File: src/nocPkg.sv
package nocPkg;

  // Flit field widths
  localparam int LenWidth = 12;
  localparam int IdWidth = 3;

  // Local plus four mesh neighbours
  localparam int NumPorts = 5;

  // Kind of flit carried in the id field
  typedef enum logic [IdWidth-1:0]
  {
    none = 3'd0,
    head = 3'd1,
    body = 3'd2,
    tail = 3'd3
  } flitIdT;

  // Router ports, listed in rotation order
  typedef enum logic [2:0]
  {
    portL = 3'd0,
    portN = 3'd1,
    portE = 3'd2,
    portW = 3'd3,
    portS = 3'd4
  } portT;

endpackage

File: src/arbPkg.sv
package arbPkg;

  // One-hot grant states, one per port plus idle
  typedef enum logic [5:0]
  {
    stIdle = 6'b000001,
    stL    = 6'b000010,
    stN    = 6'b000100,
    stE    = 6'b001000,
    stW    = 6'b010000,
    stS    = 6'b100000
  } arbStateT;

endpackage

File: src/portTimer.sv
`timescale 1ns/1ps

module portTimer
  import nocPkg::*;
(
  input  logic                clk,
  input  logic                rst,
  input  flitIdT              flitId,
  input  logic [LenWidth-1:0] length,
  input  logic                runTimer,
  output logic                timesUp
);

  logic [LenWidth-1:0] holdLimit;
  logic [LenWidth-1:0] count;

  always_ff @(posedge clk)
  begin
    if (rst)
    begin
      holdLimit <= '0;
      count     <= '0;
    end
    else
    begin
      // Head flit carries the hold limit
      if (flitId == head)
        holdLimit <= length;
      if (runTimer)
        count <= count + 1'b1;
      else
        count <= '0;
    end
  end

  assign timesUp = (count == holdLimit);

endmodule

File: src/switchArbiter.sv
`timescale 1ns/1ps

module switchArbiter
  import nocPkg::*;
  import arbPkg::*;
(
  input  logic                clk,
  input  logic                rst,
  input  logic                lReq,
  input  flitIdT              lFlitId,
  input  logic [LenWidth-1:0] lLength,
  input  logic                nReq,
  input  flitIdT              nFlitId,
  input  logic [LenWidth-1:0] nLength,
  input  logic                eReq,
  input  flitIdT              eFlitId,
  input  logic [LenWidth-1:0] eLength,
  input  logic                wReq,
  input  flitIdT              wFlitId,
  input  logic [LenWidth-1:0] wLength,
  input  logic                sReq,
  input  flitIdT              sFlitId,
  input  logic [LenWidth-1:0] sLength,
  output arbStateT            state
);

  logic [NumPorts-1:0] req;
  logic [NumPorts-1:0] runTimer;
  logic [NumPorts-1:0] timesUp;
  flitIdT              flitIds [NumPorts];
  logic [LenWidth-1:0] lengths [NumPorts];
  arbStateT            nextState;
  logic                isIdle;
  logic                found;
  int                  curIdx;
  int                  startIdx;
  int                  searchIdx;

  function automatic arbStateT toState(input int idx);
    arbStateT st;
    case (idx)
      0: st = stL;
      1: st = stN;
      2: st = stE;
      3: st = stW;
      default: st = stS;
    endcase
    return st;
  endfunction

  assign req = {sReq, wReq, eReq, nReq, lReq};

  assign flitIds[0] = lFlitId;
  assign flitIds[1] = nFlitId;
  assign flitIds[2] = eFlitId;
  assign flitIds[3] = wFlitId;
  assign flitIds[4] = sFlitId;

  assign lengths[0] = lLength;
  assign lengths[1] = nLength;
  assign lengths[2] = eLength;
  assign lengths[3] = wLength;
  assign lengths[4] = sLength;

  genvar p;
  generate
    for (p = 0; p < NumPorts; p++)
    begin : genTimer
      portTimer uTimer (
        .clk      (clk),
        .rst      (rst),
        .flitId   (flitIds[p]),
        .length   (lengths[p]),
        .runTimer (runTimer[p]),
        .timesUp  (timesUp[p])
      );
    end
  endgenerate

  always_comb
  begin
    isIdle = 1'b0;
    curIdx = 0;
    case (state)
      stL: curIdx = 0;
      stN: curIdx = 1;
      stE: curIdx = 2;
      stW: curIdx = 3;
      stS: curIdx = 4;
      default: isIdle = 1'b1;
    endcase
  end

  always_comb
  begin
    nextState = stIdle;
    runTimer  = '0;
    found     = 1'b0;
    searchIdx = 0;
    startIdx  = isIdle ? 0 : curIdx + 1;
    if (!isIdle && req[curIdx] && !timesUp[curIdx])
    begin
      nextState        = state;
      runTimer[curIdx] = 1'b1;
    end
    else
    begin
      // Current owner comes up last after the wrap
      for (int k = 0; k < NumPorts; k++)
      begin
        searchIdx = (startIdx + k) % NumPorts;
        if (!found && req[searchIdx])
        begin
          found     = 1'b1;
          nextState = toState(searchIdx);
        end
      end
    end
  end

  always_ff @(posedge clk)
  begin
    if (rst)
      state <= stIdle;
    else
      state <= nextState;
  end

endmodule

File: src/flitCrossbar.sv
`timescale 1ns/1ps

module flitCrossbar
  import nocPkg::*;
  import arbPkg::*;
#(
  parameter int DataWidth = 16
)
(
  input  logic                 clk,
  input  logic                 rst,
  input  arbStateT             state,
  input  logic                 lReq,
  input  logic [DataWidth-1:0] lData,
  input  flitIdT               lFlitId,
  input  logic                 nReq,
  input  logic [DataWidth-1:0] nData,
  input  flitIdT               nFlitId,
  input  logic                 eReq,
  input  logic [DataWidth-1:0] eData,
  input  flitIdT               eFlitId,
  input  logic                 wReq,
  input  logic [DataWidth-1:0] wData,
  input  flitIdT               wFlitId,
  input  logic                 sReq,
  input  logic [DataWidth-1:0] sData,
  input  flitIdT               sFlitId,
  output logic [DataWidth-1:0] outData,
  output flitIdT               outFlitId,
  output logic                 outValid,
  output portT                 outPort
);

  logic                 selReq;
  logic [DataWidth-1:0] selData;
  flitIdT               selFlitId;
  portT                 selPort;

  // One-hot grant to port select
  always_comb
  begin
    selReq    = 1'b0;
    selData   = lData;
    selFlitId = lFlitId;
    selPort   = portL;
    case (state)
      stL:
      begin
        selReq = lReq;
      end
      stN:
      begin
        selReq    = nReq;
        selData   = nData;
        selFlitId = nFlitId;
        selPort   = portN;
      end
      stE:
      begin
        selReq    = eReq;
        selData   = eData;
        selFlitId = eFlitId;
        selPort   = portE;
      end
      stW:
      begin
        selReq    = wReq;
        selData   = wData;
        selFlitId = wFlitId;
        selPort   = portW;
      end
      stS:
      begin
        selReq    = sReq;
        selData   = sData;
        selFlitId = sFlitId;
        selPort   = portS;
      end
      default:
      begin
        selReq = 1'b0;
      end
    endcase
  end

  always_ff @(posedge clk)
  begin
    if (rst)
    begin
      outValid <= 1'b0;
      outPort  <= portL;
    end
    else
    begin
      outValid <= selReq;
      if (selReq)
        outPort <= selPort;
    end
  end

  // Flit payload, held between windows
  always_ff @(posedge clk)
  begin
    if (selReq)
    begin
      outData   <= selData;
      outFlitId <= selFlitId;
    end
  end

endmodule

File: src/outputPort.sv
`timescale 1ns/1ps

module outputPort
  import nocPkg::*;
  import arbPkg::*;
#(
  parameter int DataWidth = 16
)
(
  input  logic                 clk,
  input  logic                 rst,
  input  logic                 lReq,
  input  flitIdT               lFlitId,
  input  logic [LenWidth-1:0]  lLength,
  input  logic [DataWidth-1:0] lData,
  input  logic                 nReq,
  input  flitIdT               nFlitId,
  input  logic [LenWidth-1:0]  nLength,
  input  logic [DataWidth-1:0] nData,
  input  logic                 eReq,
  input  flitIdT               eFlitId,
  input  logic [LenWidth-1:0]  eLength,
  input  logic [DataWidth-1:0] eData,
  input  logic                 wReq,
  input  flitIdT               wFlitId,
  input  logic [LenWidth-1:0]  wLength,
  input  logic [DataWidth-1:0] wData,
  input  logic                 sReq,
  input  flitIdT               sFlitId,
  input  logic [LenWidth-1:0]  sLength,
  input  logic [DataWidth-1:0] sData,
  output logic [DataWidth-1:0] outData,
  output flitIdT               outFlitId,
  output logic                 outValid,
  output portT                 outPort
);

  // Registered grant
  arbStateT state;

  switchArbiter uArbiter (
    .clk     (clk),
    .rst     (rst),
    .lReq    (lReq),
    .lFlitId (lFlitId),
    .lLength (lLength),
    .nReq    (nReq),
    .nFlitId (nFlitId),
    .nLength (nLength),
    .eReq    (eReq),
    .eFlitId (eFlitId),
    .eLength (eLength),
    .wReq    (wReq),
    .wFlitId (wFlitId),
    .wLength (wLength),
    .sReq    (sReq),
    .sFlitId (sFlitId),
    .sLength (sLength),
    .state   (state)
  );

  flitCrossbar #(
    .DataWidth (DataWidth)
  ) uCrossbar (
    .clk       (clk),
    .rst       (rst),
    .state     (state),
    .lReq      (lReq),
    .lData     (lData),
    .lFlitId   (lFlitId),
    .nReq      (nReq),
    .nData     (nData),
    .nFlitId   (nFlitId),
    .eReq      (eReq),
    .eData     (eData),
    .eFlitId   (eFlitId),
    .wReq      (wReq),
    .wData     (wData),
    .wFlitId   (wFlitId),
    .sReq      (sReq),
    .sData     (sData),
    .sFlitId   (sFlitId),
    .outData   (outData),
    .outFlitId (outFlitId),
    .outValid  (outValid),
    .outPort   (outPort)
  );

endmodule

File: config.mk
export PLATFORM = sky130hd
export DESIGN_NAME = outputPort
export DESIGN_NICKNAME = d
export VERILOG_FILES = /design/src/nocPkg.sv /design/src/arbPkg.sv /design/src/portTimer.sv /design/src/switchArbiter.sv /design/src/flitCrossbar.sv /design/src/outputPort.sv
export SDC_FILE = /design/constraint.sdc
export NUM_CORES = 1
export LEC_CHECK = 0
export ABC_AREA = 1
export BUFFER_PORTS_ARGS = -buffer_cell sky130_fd_sc_hd__buf_4
export CORE_MARGIN = 2
export CORE_UTILIZATION = 40
export CTS_BUF_LIST = sky130_fd_sc_hd__clkbuf_8
export DETAILED_ROUTE_END_ITERATION = 6
export PLACE_DENSITY = 0.57
export SYNTH_ARGS = -nofsm -noshare
export SYNTH_HDL_FRONTEND = slang
export SYNTH_HIERARCHICAL = 1
export SYNTH_SLANG_ARGS = --single-unit
File: constraint.sdc
create_clock -name clk -period 6.6 [get_ports clk]
set_input_delay 0.99 -clock clk [delete_from_list [all_inputs] [get_ports clk]]
set_output_delay 0.99 -clock clk [all_outputs]
set_load 0.01 [all_outputs]
# [Word level (Yosys, flattened, before mapping)]
# Index checks and enable logic that the tools add are counted.
[totals] register_bits=149 inputBits=162
[op_classes] div=5 n_bitwise=5 addsub=10 n_eq_ne=30 muxes=48 n_lt_le_gt_ge=7 reduce_logical=23
[op_table] op="$eq 32x2->1 const B" count=10
[op_table] op="$eq 32x1->1 const B" count=5
[op_table] op="$logic_not 32->1" count=5
[op_table] op="$lt 32x5->1 const B" count=5
[op_table] op="$mod 32x4->32 const B" count=5
[op_table] op="$pmux 6 s4" count=5
[op_table] op="$add 32x3->32 const B" count=2
[op_table] op="$pmux 16 s4" count=1
[op_table] op="$add 12x1->12 const B" count=5
[op_table] op="$eq 12x12->1" count=5
[op_table] op="$pmux 3 s4" count=3
[op_table] op="$add 32x2->32 const B" count=1
[op_table] op="$add 32x4->32 const B" count=1
[op_table] op="$mux 32" count=1
[op_table] op="$mux 6" count=5
[op_table] op="$mux 1" count=23
[op_table] op="$bmux 1 s3" count=7
[op_table] op="$eq 3x1->1 const B" count=5
[op_table] op="$reduce_or 2->1" count=5
[op_table] op="$logic_and 1x1->1" count=7
[op_table] op="$eq 6x2->1 const B" count=1
[op_table] op="$eq 6x3->1 const B" count=1
[op_table] op="$eq 6x4->1 const B" count=1
[op_table] op="$eq 6x5->1 const B" count=1
[op_table] op="other kinds (10)" count=18

# [Depth between registers and ports, before layout]
# Gate-level depths: netlist of run 1.
[logic_depth] depth_word=25 mapped_depth=47 mapped_depth_nobuf=45

# [Cells and area by module]
# Netlist of run 1, hierarchy kept.
[by_module_without_submodules] mod="portTimer" area_each_um2=1191.1 seq_area_each_um2=480.5 cells_each=169 n_inst=5
[by_module_without_submodules] mod="switchArbiter" area_each_um2=3696.0 seq_area_each_um2=120.1 cells_each=673 n_inst=1
[by_module_without_submodules] mod="flitCrossbar" area_each_um2=1833.0 seq_area_each_um2=650.6 cells_each=238 n_inst=1

# [Worst setup path before layout of run 1]
# Ideal clock, no wire load.
[synth_timing] path_type="flip-flop to flip-flop" start="register uArbiter.state[3]" end="register uArbiter.state[5]" synth_period_minus_slack_ns=4.591 arrival_ns=4.474 slack_ns=2.009 stages_incl_launch_ff=34 path_cell_list="dfxtp_1 nor2_2 nand3_2 nand2_2 nor2_2 nand2_4 nand2_2 buf_1 ha_1 ha_1 inv_1 nand3_1 nand2_2 nand3_4 buf_2 nand2_1 nand2_1 inv_1 ha_1 nand3b_1 nand2_1 nor2_4 nand2_4 buf_6 o21ai_4 nand2_1 nand3_2 nand2_1 nand3_1 nand2_1 nor2_1 nand2_1 nor2_1 nor2_1"
[synth_between] elab_chain_cells=25 word_cells_on_any_way=88
[synth_lines] item="from (decl)" line="switchArbiter.sv:24" rtl="output arbStateT state"
[synth_lines] item="from (signal assigned)" line="switchArbiter.sv:124" rtl="state <= stIdle;"
[synth_lines] item="from (signal assigned)" line="switchArbiter.sv:126" rtl="state <= nextState;"
[synth_lines] item="branches (longest 25 deep; another with $add 32x2->32)"
# Several ways; the timed one is not identified. The select of a mux whose other input is x is not followed.
# A chain may end at the register's enable or synchronous reset.

# [Worst setup path after layout of run 1]
[layout_timing] start="register uArbiter.state[5]" end="register uArbiter.state[2]"
# The elaborated chain is that of the path after synthesis.

==> flow_metrics.env, run 1 <==
export IMPL_die_w_um=173
export IMPL_dieArea_um2=30100
export IMPL_r2r_start="uArbiter/state[5]$_SDFFE_PP0N_"
export IMPL_period_needed_ns=5.62
export IMPL_slew_violations=0
export IMPL_cp_endpoint="uArbiter/state[2]$_SDFFE_PP0N_"
export IMPL_dp_hpwl_um=25200
export IMPL_rr_endpoint="uArbiter/state[2]$_SDFFE_PP0N_"
export IMPL_fin_skew_ns=0.0252
export IMPL_detail_route_antenna_nets=0
export IMPL_path_class="reg -> reg"
export IMPL_post_drt_wl_per_cell_um=13.9
export IMPL_slew_headroom=0.409
export IMPL_finalHoldViolations=0
export IMPL_clk_path_buf_depth=2
export IMPL_place_area_um2=13100
export IMPL_nNetsFinal=2138
export IMPL_port_buffers=184
export IMPL_cp_start_kind="register"
export IMPL_power_mw=3.10
export IMPL_initial_core_util=0.403
export IMPL_drt_total_wl_um=32300
export IMPL_antenna_cells=0
export IMPL_h_tree_depth=4
export IMPL_drc_errors=0
export IMPL_first_pass_iters=5
export IMPL_pin_count=185
export IMPL_clkSlewWorstSetupHoldPaths_ns=0.09
export IMPL_outcome="finished clean"
export IMPL_reg2reg_depth=35
export IMPL_overflow=0
export IMPL_hp_class="reg -> reg"
export IMPL_hold_depth=2
export IMPL_antenna_found_initial=0
export IMPL_grt_total_usage=0.214
export IMPL_drtIter0Drc=626
export IMPL_syn_avg_cell_area_um2=6.54
export IMPL_yosysSeqAreaShare=0.276
export IMPL_die_y_um=173
export IMPL_multi_input_area_um2=6910
export IMPL_fmax_mhz=178
export IMPL_crit_top_cell="nand2_1"
export IMPL_required_ns=6.91
export IMPL_syn2layout_area_growth_pct=17.8
export IMPL_seqCellArea_um2=3170
export IMPL_ir_worst_vdd_v=0.000117
export IMPL_arrival_ns=5.92
export IMPL_setup_tns_ns=0
export IMPL_cp_max_fo=19
export IMPL_grt_pass1_wl_um=53000
export IMPL_grt_max_degree=74
export IMPL_cts_hold_buf=0
export IMPL_clk_latency_ns=0.47
export IMPL_worst_pin_slew_ns=0.864
export IMPL_gp_congestion=0.939
export IMPL_setup_viol=0
export IMPL_cts_tree="yes"
export IMPL_cts_root_buffer="clkbuf_8"
export IMPL_finalCritPeriodShare=0.851
export IMPL_drive_above_1_share=0.184
export IMPL_crit_path_end_kind="register"
export IMPL_cts_buffers=17
export IMPL_critPathSlowestCell="dfxtp_1"
export IMPL_reg2reg_slack_ns=0.98
export IMPL_post_cts_resized=0
export IMPL_p_per_area_nw_per_um2=229
export IMPL_leakagePower_nw=6.40
export IMPL_post_cts_setup_buffers=0
export IMPL_row_count=62
export IMPL_synth_seq_cells=149
export IMPL_vias=11423
export IMPL_drv_cap=0
export IMPL_coreArea_um2=28500
export IMPL_grt_pass1_vias=10820
export IMPL_syn_inst=1756
export IMPL_synth_warning_count=6
export IMPL_fillCellCount=2995
export IMPL_rsz0062_at_grt="false"
export IMPL_postLayoutCellArea_um2=13500
export IMPL_yosysUniqueCellTypes=57
export IMPL_viasPerCell=4.90
export IMPL_syn_area_um2=11500
export IMPL_cp_startpoint="uArbiter/state[5]$_SDFFE_PP0N_"
export IMPL_critical_path_max_stage_delay_ns=0.54
export IMPL_clkSinkCount=149
-- routing by layer --
metal / vias up / track usage / part of all wire
li1: 5964 / - / -
met1: 5185 / 0.268 / 0.46
met2: 239 / 0.378 / 0.48
met3: 35 / 0.0357 / 0.045
met4: 0 / 0.0607 / 0.019
met5: - / 0 / 0
-- Yosys cell counts (all sizes together) --
| cell type | instances | area (µm²) |
|---|---|---|
| or2 | 2 | 12.5 |
| edfxtp | 19 | 571 |
| o31ai | 2 | 15.0 |
| nor4 | 5 | 31.3 |
| ha | 43 | 538 |
| o21ai | 61 | 343 |
| o221ai | 1 | 8.76 |
| xnor2 | 16 | 140 |
| a21boi | 1 | 11.3 |
| clkinv | 1 | 3.75 |
| a31oi | 3 | 18.8 |
| nor2 | 289 | 1320 |
| a21oi | 49 | 249 |
| buf | 27 | 233 |
| a211oi | 61 | 458 |
| clkbuf | 3 | 11.3 |
| a2111oi | 1 | 8.76 |
| inv | 311 | 1170 |
| dfxtp | 130 | 2600 |
| o22ai | 20 | 188 |
| o32ai | 1 | 8.76 |
| nand3b | 10 | 93.8 |
| o41ai | 3 | 26.3 |
| o21a | 2 | 15.0 |
| and3 | 1 | 6.26 |
| o211ai | 2 | 15.0 |
| a41oi | 1 | 8.76 |
| nand3 | 139 | 878 |
| o21bai | 1 | 7.51 |
| nor3 | 16 | 80.1 |
| conb | 2 | 7.51 |
| nor3b | 2 | 15.0 |
| nand2 | 459 | 1790 |
| and2 | 1 | 6.26 |
| nand4 | 41 | 328 |
| o2111ai | 1 | 8.76 |
| xor2 | 29 | 254 |
-- layout make-up --
cell class | count | share of cell area
clock inverter | 15 | 0.0134
timing repair buffer | 184 | 0.102
tap | 384 | 0.0355
sequential | 149 | 0.234
inverter | 312 | 0.0867
multi-input combinational | 1269 | 0.511
clock buffer | 17 | 0.0173
-- stage by stage --
| step | hold WS, ns | setup WS (ns) | cells | util |
|---|---|---|---|---|
| 5_1_grt | 0.484 | 0.379 | 2330 | 0.475 |
| 3_5_place_dp | 0.459 | 1.09 | 2298 | 0.461 |
| 3_3_place_gp | 0.459 | 1.23 | 2298 | 0.461 |
| 4_1_cts | 0.477 | 1.05 | 2330 | 0.475 |
| 6_report | 0.473 | 0.984 | 2330 | 0.475 |
| 2_1_floorplan | 0.446 | 2.01 | 1760 | - |
-- worst min-delay path by stage --
stage / startpoint / to / slack, ns
finish: uArbiter/genTimer[1].uTimer/holdLimit[7]$_SDFFE_PP0N_ / uArbiter/genTimer[1].uTimer/holdLimit[7]$_SDFFE_PP0N_ / 0.47
global route: uArbiter/genTimer[1].uTimer/holdLimit[7]$_SDFFE_PP0N_ / uArbiter/genTimer[1].uTimer/holdLimit[7]$_SDFFE_PP0N_ / 0.48
CTS: uArbiter/genTimer[1].uTimer/holdLimit[11]$_SDFFE_PP0N_ / uArbiter/genTimer[1].uTimer/holdLimit[11]$_SDFFE_PP0N_ / 0.48
detailed placement: uArbiter/genTimer[1].uTimer/holdLimit[6]$_SDFFE_PP0N_ / uArbiter/genTimer[1].uTimer/holdLimit[6]$_SDFFE_PP0N_ / 0.46
global placement: uArbiter/genTimer[1].uTimer/holdLimit[6]$_SDFFE_PP0N_ / uArbiter/genTimer[1].uTimer/holdLimit[6]$_SDFFE_PP0N_ / 0.46
floorplan: uArbiter/genTimer[0].uTimer/holdLimit[10]$_SDFFE_PP0N_ / uArbiter/genTimer[0].uTimer/holdLimit[10]$_SDFFE_PP0N_ / 0.45
-- cell families after synthesis --
kind of cell	count (synthesis)	share of synthesized area
and+or+nand+nor	965	0.397
buffers and inverters	342	0.123
AOI/OAI and AO/OA	210	0.121
DFF	149	0.276
xor gates and xnor gates	45	0.0343
adders and majority gates	43	0.0468
other	2	0.000654
-- report_power, final --
group          switching (mW)  internal [mW]  total, mW
registers              0.0411          0.996       1.04
clock network           0.416          0.355      0.771
logic                   0.855          0.440       1.29
total                    1.31           1.79       3.10
-- flip-flops by register name (all words and copies together), names as in the netlist --
| name | flops |
|---|---|
| uCrossbar/outPort | 3 |
| uCrossbar/outData | 16 |
| uCrossbar/outFlitId | 3 |
| uArbiter/state | 6 |
| uArbiter/genTimer.uTimer/holdLimit | 60 |
| uArbiter/genTimer.uTimer/count | 60 |
| uCrossbar/outValid | 1 |
-- layout by cell type (no fill, tap or decap), types with 3 or more instances in the layout --
master,count
a211oi_1,61
a31oi_1,3
nor2_4,24
nand3_1,107
nor2_1,254
edfxtp_1,19
o41ai_1,3
nand3_2,29
o21ai_2,4
nand2_2,13
nand4_2,9
o21ai_0,43
nand4_1,31
a21oi_1,48
dfxtp_1,130
conb_1,6
inv_2,23
nand2_1,441
ha_1,43
nand3b_1,5
o22ai_1,10
buf_4,184
inv_1,287
nand2_4,5
inv_8,5
clkbuf_8,17
nand3_4,3
o22ai_2,10
xor2_1,29
nor4_1,5
xnor2_1,16
nor2_2,9
nor3_1,16
nand3b_2,5
inv_6,5
o21ai_1,12
-- critical path, delay by kind of cell (launching register included) --
family	cells	cell delay, ns
adder cells (fa/ha/maj)	3	0.67
buffers and inverters	5	0.50
AND/OR/NAND/NOR	25	3.44
AO/OA/AOI/OAI	2	0.30
flip-flops	1	0.54
Note: power is estimated with default switching activity, not from simulation.
==> inputs of run 2 (changes only) <==
--- a/config.mk
+++ b/config.mk
@@ -11,7 +11,9 @@
 export CORE_UTILIZATION = 40
 export CTS_BUF_LIST = sky130_fd_sc_hd__clkbuf_8
 export DETAILED_ROUTE_END_ITERATION = 6
+export GPL_ROUTABILITY_DRIVEN = 0
 export PLACE_DENSITY = 0.57
+export RECOVER_POWER = 50
 export SYNTH_ARGS = -nofsm -noshare
 export SYNTH_HDL_FRONTEND = slang
 export SYNTH_HIERARCHICAL = 1
==> constraint.sdc (replaced) <==
create_clock -name clk -period 6.6 [get_ports clk]
set_input_delay 1.32 -clock clk [delete_from_list [all_inputs] [get_ports clk]]
set_output_delay 1.32 -clock clk [all_outputs]
set_load 0.01 [all_outputs]
==> run 2 against run 1 <==
The flow now finishes with violations (max-capacitance violations, max-slew violations); critical endpoint unchanged; critical path depth unchanged; total power decreased by 3.3%; sequential share of layout area up 0.15 points; via count is 0.47% lower; fmax is 2.3% lower; largest power group unchanged; final cell count is the same; non-clock buffer count is the same; register-to-register slack got worse by 0.13 ns.
==> flow_metrics.env, run 2 (synthesis gave the netlist of run 1 again) <==
export IMPL_clk_path_buf_depth=2
export IMPL_reg2reg_slack_ns=0.85
export IMPL_cts_root_buffer="clkbuf_8"
export IMPL_fillCellCount=2964
export IMPL_slew_violations=74
export IMPL_clk_latency_ns=0.47
export IMPL_setup_viol=0
export IMPL_drive_above_1_share=0.178
export IMPL_whs_ns=0.475
export IMPL_grt_total_usage=0.214
export IMPL_outcome="finished, violations left"
export IMPL_grt_pass1_vias=10908
export IMPL_arrival_ns=5.93
export IMPL_ir_worst_vdd_v=0.000113
export IMPL_nNetsFinal=2138
export IMPL_worst_pin_slew_ns=3.64
export IMPL_p_switching_mw=1.30
export IMPL_fin_skew_ns=0.0199
export IMPL_met2_length_um=15200
export IMPL_h_tree_depth=4
export IMPL_postLayoutCellArea_um2=13400
export IMPL_pin_count=185
export IMPL_post_cts_resized=0
export IMPL_switching_share=0.432
export IMPL_syn2layout_area_growth_pct=17.1
export IMPL_cts_buffers=17
export IMPL_leakagePower_nw=6.34
export IMPL_grt_pass1_wl_um=52900
export IMPL_critPathSlowestCell="dfxtp_1"
export IMPL_required_ns=6.78
export IMPL_antenna_cells=0
export IMPL_internal_power_mw=1.70
export IMPL_overflow=0
export IMPL_largest_registers="uArbiter/genTimer.uTimer/count x60, uArbiter/genTimer.uTimer/holdLimit x60, uCrossbar/outData x16"
export IMPL_setup_tns_ns=0
export IMPL_drt_total_wl_um=32000
export IMPL_period_needed_ns=5.75
export IMPL_final_core_util=0.472
export IMPL_port_buffers=184
export IMPL_post_drt_wl_per_cell_um=13.7
export IMPL_critical_path_max_stage_delay_ns=0.52
export IMPL_coreArea_um2=28500
export IMPL_drc_errors=0
export IMPL_die_w_um=173
export IMPL_place_area_um2=13100
export IMPL_post_cts_setup_buffers=0
export IMPL_rsz0062_at_grt="false"
export IMPL_pwr_share_comb=0.423
export IMPL_antenna_found_initial=0
export IMPL_slew_headroom=-1.43
export IMPL_fmax_mhz=174
export IMPL_p_clk_frac=0.231
export IMPL_crit_path_end_kind="register"
export IMPL_row_count=62
export IMPL_detail_route_antenna_nets=0
export IMPL_drv_cap=1
export IMPL_dp_hpwl_um=24800
export IMPL_layout_commonest_cell="nand2_1"
export IMPL_clkSlewWorstSetupHoldPaths_ns=0.10
export IMPL_initial_core_util=0.403
export IMPL_violations="max-capacitance violations, max-slew violations"
export IMPL_cts_tree="yes"
export IMPL_cp_max_fo=19
export IMPL_first_pass_iters=5
export IMPL_crit_top_cell="nand2_1"
export IMPL_met3_length_um=1480
export IMPL_vias=11369
export IMPL_dieArea_um2=30100
export IMPL_clkSinkCount=149
export IMPL_path_class="reg -> reg"
export IMPL_finalCritPeriodShare=0.871
export IMPL_wl_met1_um=14700
export IMPL_p_per_area_nw_per_um2=223
export IMPL_cts_hold_buf=0
export IMPL_seqPwrFrac=0.346
export IMPL_finalHoldViolations=0
export IMPL_drtIter0Drc=580
export IMPL_hp_class="reg -> reg"
export IMPL_cp_start_kind="register"
export IMPL_viasPerCell=4.88
export IMPL_final_cell_mix="nand2_1, inv_1, nor2_1"
export IMPL_grt_max_degree=74
export IMPL_die_y_um=173
export IMPL_top_layer="met4"
==> run 2: cell types whose count changed in the layout (fill, tap and decap cells not counted), moves of 2 or more <==
cell	change
buf_4	-11
inv_8	-2
clkbuf_1	+11
bufinv_16	-2
clkinv_4	+2
==> run 2: area by class of cell <==
type | instances | area (µm²) | share of cell area
well taps | 384 | 480 | 0.0357
multi-input cells | 1269 | 6910 | 0.514
flip-flops and latches | 149 | 3170 | 0.236
clock inverters | 15 | 139 | 0.0103
inverters | 312 | 1170 | 0.0873
repair buffers | 184 | 1340 | 0.0997
clock buffers | 17 | 234 | 0.0174
==> run 2: through the flow <==
step	std cells	power, mW	setup slack [ns]
2_1_floorplan	1760	1.96	2.01
3_3_place_gp	2298	2.32	1.23
3_5_place_dp	2298	2.33	1.06
4_1_cts	2330	3.03	1.01
5_1_grt	2330	3.25	0.193
6_report	2330	3.00	0.851
==> run 2: path summary, 6_finish.rpt <==
path,startpoint,endpoint,cells past startpoint
hold / removal,uArbiter/genTimer[1].uTimer/holdLimit[6]$_SDFFE_PP0N_,uArbiter/genTimer[1].uTimer/holdLimit[6]$_SDFFE_PP0N_,2
hold reg to reg,uArbiter/genTimer[1].uTimer/holdLimit[6]$_SDFFE_PP0N_,uArbiter/genTimer[1].uTimer/holdLimit[6]$_SDFFE_PP0N_,2
setup / recovery,uArbiter/state[5]$_SDFFE_PP0N_,uArbiter/state[2]$_SDFFE_PP0N_,35
setup reg to reg,uArbiter/state[5]$_SDFFE_PP0N_,uArbiter/state[2]$_SDFFE_PP0N_,35
==> run 2: routing by layer <==
layer  track usage  vias up
met5             0        -
met4        0.0657        0
met3        0.0336       38
met2         0.380      273
met1         0.266     5096
li1              -     5962
==> run 2: critical path: cells and delay by family, from the launching register on <==
| family | cells | cell delay [ns] |
|---|---|---|
| fa+ha+maj | 3 | 0.69 |
| flops | 1 | 0.52 |
| buf+inv | 5 | 0.52 |
| simple gates | 25 | 3.45 |
| compound gates | 2 | 0.30 |
==> run 2: power by group through the flow <==
stage               combinational [mW]  sequential, mW  clock, mW
floorplan                        0.894            1.07          0
global placement                  1.26            1.06          0
detailed placement                1.27            1.06          0
CTS                               1.28            1.04      0.722
global route                      1.44            1.05      0.759
finish                            1.27            1.04      0.693
==> inputs of run 3 (changes only) <==
--- a/config.mk
+++ b/config.mk
@@ -5,7 +5,6 @@
 export SDC_FILE = /design/constraint.sdc
 export NUM_CORES = 1
 export LEC_CHECK = 0
-export ABC_AREA = 1
 export BUFFER_PORTS_ARGS = -buffer_cell sky130_fd_sc_hd__buf_4
 export CORE_MARGIN = 2
 export CORE_UTILIZATION = 40
==> run 3 against run 2 <==
The flow still finishes with violations (max-capacitance violations, max-slew violations); first-iteration DRC count is 11% higher; area after synthesis fell by 8.3%; hold slack better by 0.0055 ns; sequential share of layout area is 1.7 points higher; via count decreased by 11%; die area down 8.1%; clock skew is 0.0070 ns higher; critical endpoint is now uArbiter/state[5]$_SDFFE_PP0N_; largest cell class unchanged; largest power group unchanged.
==> flow_metrics.env, run 3 <==
export IMPL_finalHoldViolations=0
export IMPL_pin_count=185
export IMPL_synth_top_family_by_area="simple AND/OR/NAND/NOR gates"
export IMPL_grt_max_degree=78
export IMPL_netlist_top_cells_count="dfxtp_1, nor2_1, nand2_1"
export IMPL_synth_edf_count=19
export IMPL_cp_startpoint="uArbiter/state[2]$_SDFFE_PP0N_"
export IMPL_fmax_mhz=161
export IMPL_synth_simple_area_share=0.236
export IMPL_dieArea_um2=27600
export IMPL_arrival_ns=6.36
export IMPL_syn_inst=1248
export IMPL_setup_viol=0
export IMPL_post_place_cells=1740
export IMPL_final_cell_mix="buf_4, nor2_1, dfxtp_1"
export IMPL_initial_core_util=0.405
export IMPL_reg2reg_slack_ns=0.39
export IMPL_crit_family="simple AND/OR/NAND/NOR gates"
export IMPL_slew_violations=78
export IMPL_port_buffers=184
export IMPL_violations="max-capacitance violations, max-slew violations"
export IMPL_syn2layout_area_growth_pct=19.3
export IMPL_cp_max_fo=15
export IMPL_cp_num_cells=24
export IMPL_dp_hpwl_um=23900
export IMPL_period_needed_ns=6.21
export IMPL_holdCritStartpoint="uCrossbar/outPort[0]$_SDFFE_PP0P_"
export IMPL_grt_total_usage=0.220
export IMPL_synth_area_top_cells="dfxtp_1, mux2i_1, xnor2_1"
export IMPL_crit_top_cell="ha_1"
export IMPL_cts_buffers=17
export IMPL_row_count=59
export IMPL_fin_skew_ns=0.0269
export IMPL_clk_path_buf_depth=2
export IMPL_yosysUniqueCellTypes=96
export IMPL_synth_seq_cells=149
export IMPL_rsz0062_at_grt="false"
export IMPL_synth_top_area_frac=0.247
export IMPL_antenna_cells=0
export IMPL_cp_start_kind="register"
export IMPL_p_per_area_nw_per_um2=267
export IMPL_drc_errors=0
export IMPL_r2r_start="uArbiter/state[2]$_SDFFE_PP0N_"
export IMPL_synth_fa_ha_area_frac=0.0499
export IMPL_ir_worst_vdd_v=0.000165
export IMPL_hp_class="reg -> reg"
export IMPL_synthXorXnorAreaFrac=0.0733
export IMPL_outcome="finished, violations left"
export IMPL_die_y_um=166
export IMPL_whs_ns=0.480
export IMPL_critical_path_max_stage_delay_ns=0.52
export IMPL_fillCellCount=2591
export IMPL_cts_root_buffer="clkbuf_8"
export IMPL_slew_headroom=-1.32
export IMPL_detail_route_antenna_nets=0
export IMPL_clkSlewWorstSetupHoldPaths_ns=0.08
export IMPL_antenna_found_initial=0
export IMPL_overflow=0
export IMPL_grt_pass1_wl_um=49700
export IMPL_post_drt_wl_per_cell_um=17.8
export IMPL_clk_latency_ns=0.46
export IMPL_post_synth_top_count_cell="dfxtp_1"
export IMPL_async_reset_ff_frac=0
export IMPL_crit_buf_inv=3
export IMPL_synth_compound_area_frac=0.209
export IMPL_drv_cap=1
export IMPL_setup_tns_ns=0
export IMPL_final_core_util=0.483
export IMPL_path_class="reg -> reg"
export IMPL_cts_hold_buf=0
export IMPL_viasPerCell=5.68
export IMPL_coreArea_um2=26000
export IMPL_cts_tree="yes"
export IMPL_syn_area_um2=10500
export IMPL_post_cts_setup_buffers=0
export IMPL_vias=10069
export IMPL_drt_total_wl_um=31500
export IMPL_rr_endpoint="uArbiter/state[5]$_SDFFE_PP0N_"
export IMPL_synth_top_cell_by_area="dfxtp_1"
export IMPL_h_tree_depth=4
export IMPL_leakagePower_nw=4.63
export IMPL_crit_chain="or3_1, or3_1, inv_1, ha_1, o21ai_2, clkinv_2, ha_1, nand2_1, a31oi_4, xnor2_4, inv_2, ha_1, or2_2, and2_1, a2111o_1, nand2_1, ha_1, o311ai_0, a32oi_1, or4b_4, and2_4, nor3_2, nand2b_1, a211oi_1"
export IMPL_critPathSlowestCell="or4b_4"
export IMPL_drtIter0Drc=642
export IMPL_muxShareOfSynthArea=0.0812
export IMPL_die_w_um=166
export IMPL_grt_pass1_vias=9375
export IMPL_drive_above_1_share=0.198
export IMPL_required_ns=6.76
export IMPL_largest_registers="uArbiter/genTimer.uTimer/count x60, uArbiter/genTimer.uTimer/holdLimit x60, uCrossbar/outData x16"
export IMPL_cp_endpoint="uArbiter/state[5]$_SDFFE_PP0N_"
export IMPL_layout_commonest_cell="buf_4"
export IMPL_finalCritPeriodShare=0.941
export IMPL_instances_no_fill=1772
export IMPL_syn_avg_cell_area_um2=8.44
export IMPL_crit_path_end_kind="register"
export IMPL_reg2reg_depth=24
export IMPL_yosysSeqAreaShare=0.301
export IMPL_clkSinkCount=149
export IMPL_synthFlopType="dfxtp_1"
export IMPL_synth_warning_count=6
export IMPL_first_pass_iters=5
export IMPL_nNetsFinal=1628
export IMPL_postLayoutCellArea_um2=12600
export IMPL_worst_pin_slew_ns=3.48
export IMPL_place_area_um2=12300
## run 3: routing by layer
layer	global-route usage	wire, µm
met1	0.285	14100
met5	0	0
met2	0.370	14600
met4	0.0798	1000
met3	0.0357	1720
## run 3: layout make-up
cell class / instances / area (µm²) / share of cell area
clock buffer: 22 / 303 / 0.0241
clock inverter: 10 / 110 / 0.00877
inverter: 49 / 186 / 0.0148
multi-input combinational: 993 / 6850 / 0.545
sequential: 149 / 3180 / 0.253
tap: 335 / 419 / 0.0334
timing repair buffer: 214 / 1510 / 0.120
## run 3: logic make-up (layout without fill, tap and decap cells)
| logic type | count (synthesis) | count (layout) |
|---|---|---|
| xor+xnor | 86 | 86 |
| simple gates | 475 | 475 |
| mux | 85 | 85 |
| fa+ha+maj | 42 | 42 |
| flops | 149 | 149 |
| compound gates | 299 | 299 |
| buf+inv | 110 | 295 |
| other cells | 2 | 6 |
## run 3: worst min path at each step
stage,to,slack (ns),cells after the start
floorplan,uArbiter/genTimer[0].uTimer/count[0]$_SDFF_PP0_,0.45,1
global placement,uCrossbar/outPort[0]$_SDFFE_PP0P_,0.46,2
detailed placement,uCrossbar/outPort[0]$_SDFFE_PP0P_,0.47,2
CTS,uCrossbar/outPort[0]$_SDFFE_PP0P_,0.48,2
global route,uCrossbar/outPort[0]$_SDFFE_PP0P_,0.50,2
finish,uCrossbar/outPort[0]$_SDFFE_PP0P_,0.48,2
## run 3: per-stage QoR
step	setup WS (ns)	power (mW)
global route	0.0129	3.56
CTS	0.401	3.37
global placement	0.498	2.62
detailed placement	0.451	2.62
floorplan	0.131	2.16
finish	0.392	3.35
## run 3: where the power goes
| part | internal (mW) | switching [mW] | total, mW | leakage, nW |
|---|---|---|---|---|
| Clock | 0.359 | 0.377 | 0.736 | 0.210 |
| Combinational | 0.611 | 0.948 | 1.56 | 3.20 |
| Sequential | 1.00 | 0.0562 | 1.06 | 1.23 |
## run 3: worst register-to-register path, stage by stage (launching register included)
cell and delay, ns:
dfxtp_1 0.45, or3_1 0.36, or3_1 0.41, inv_1 0.11, ha_1 0.26, o21ai_2 0.11, clkinv_2 0.06, ha_1 0.19
nand2_1 0.10, a31oi_4 0.21, xnor2_4 0.14, inv_2 0.08, ha_1 0.24, or2_2 0.34, and2_1 0.21, a2111o_1 0.49
nand2_1 0.16, ha_1 0.25, o311ai_0 0.23, a32oi_1 0.28, or4b_4 0.52, and2_4 0.18, nor3_2 0.32, nand2b_1 0.15
a211oi_1 0.06
## run 3: timing repair
action                     in CTS  in global routing
hold endpoints to repair        0                  0
gates resized for setup         0                  5
setup endpoints to repair       0                  4
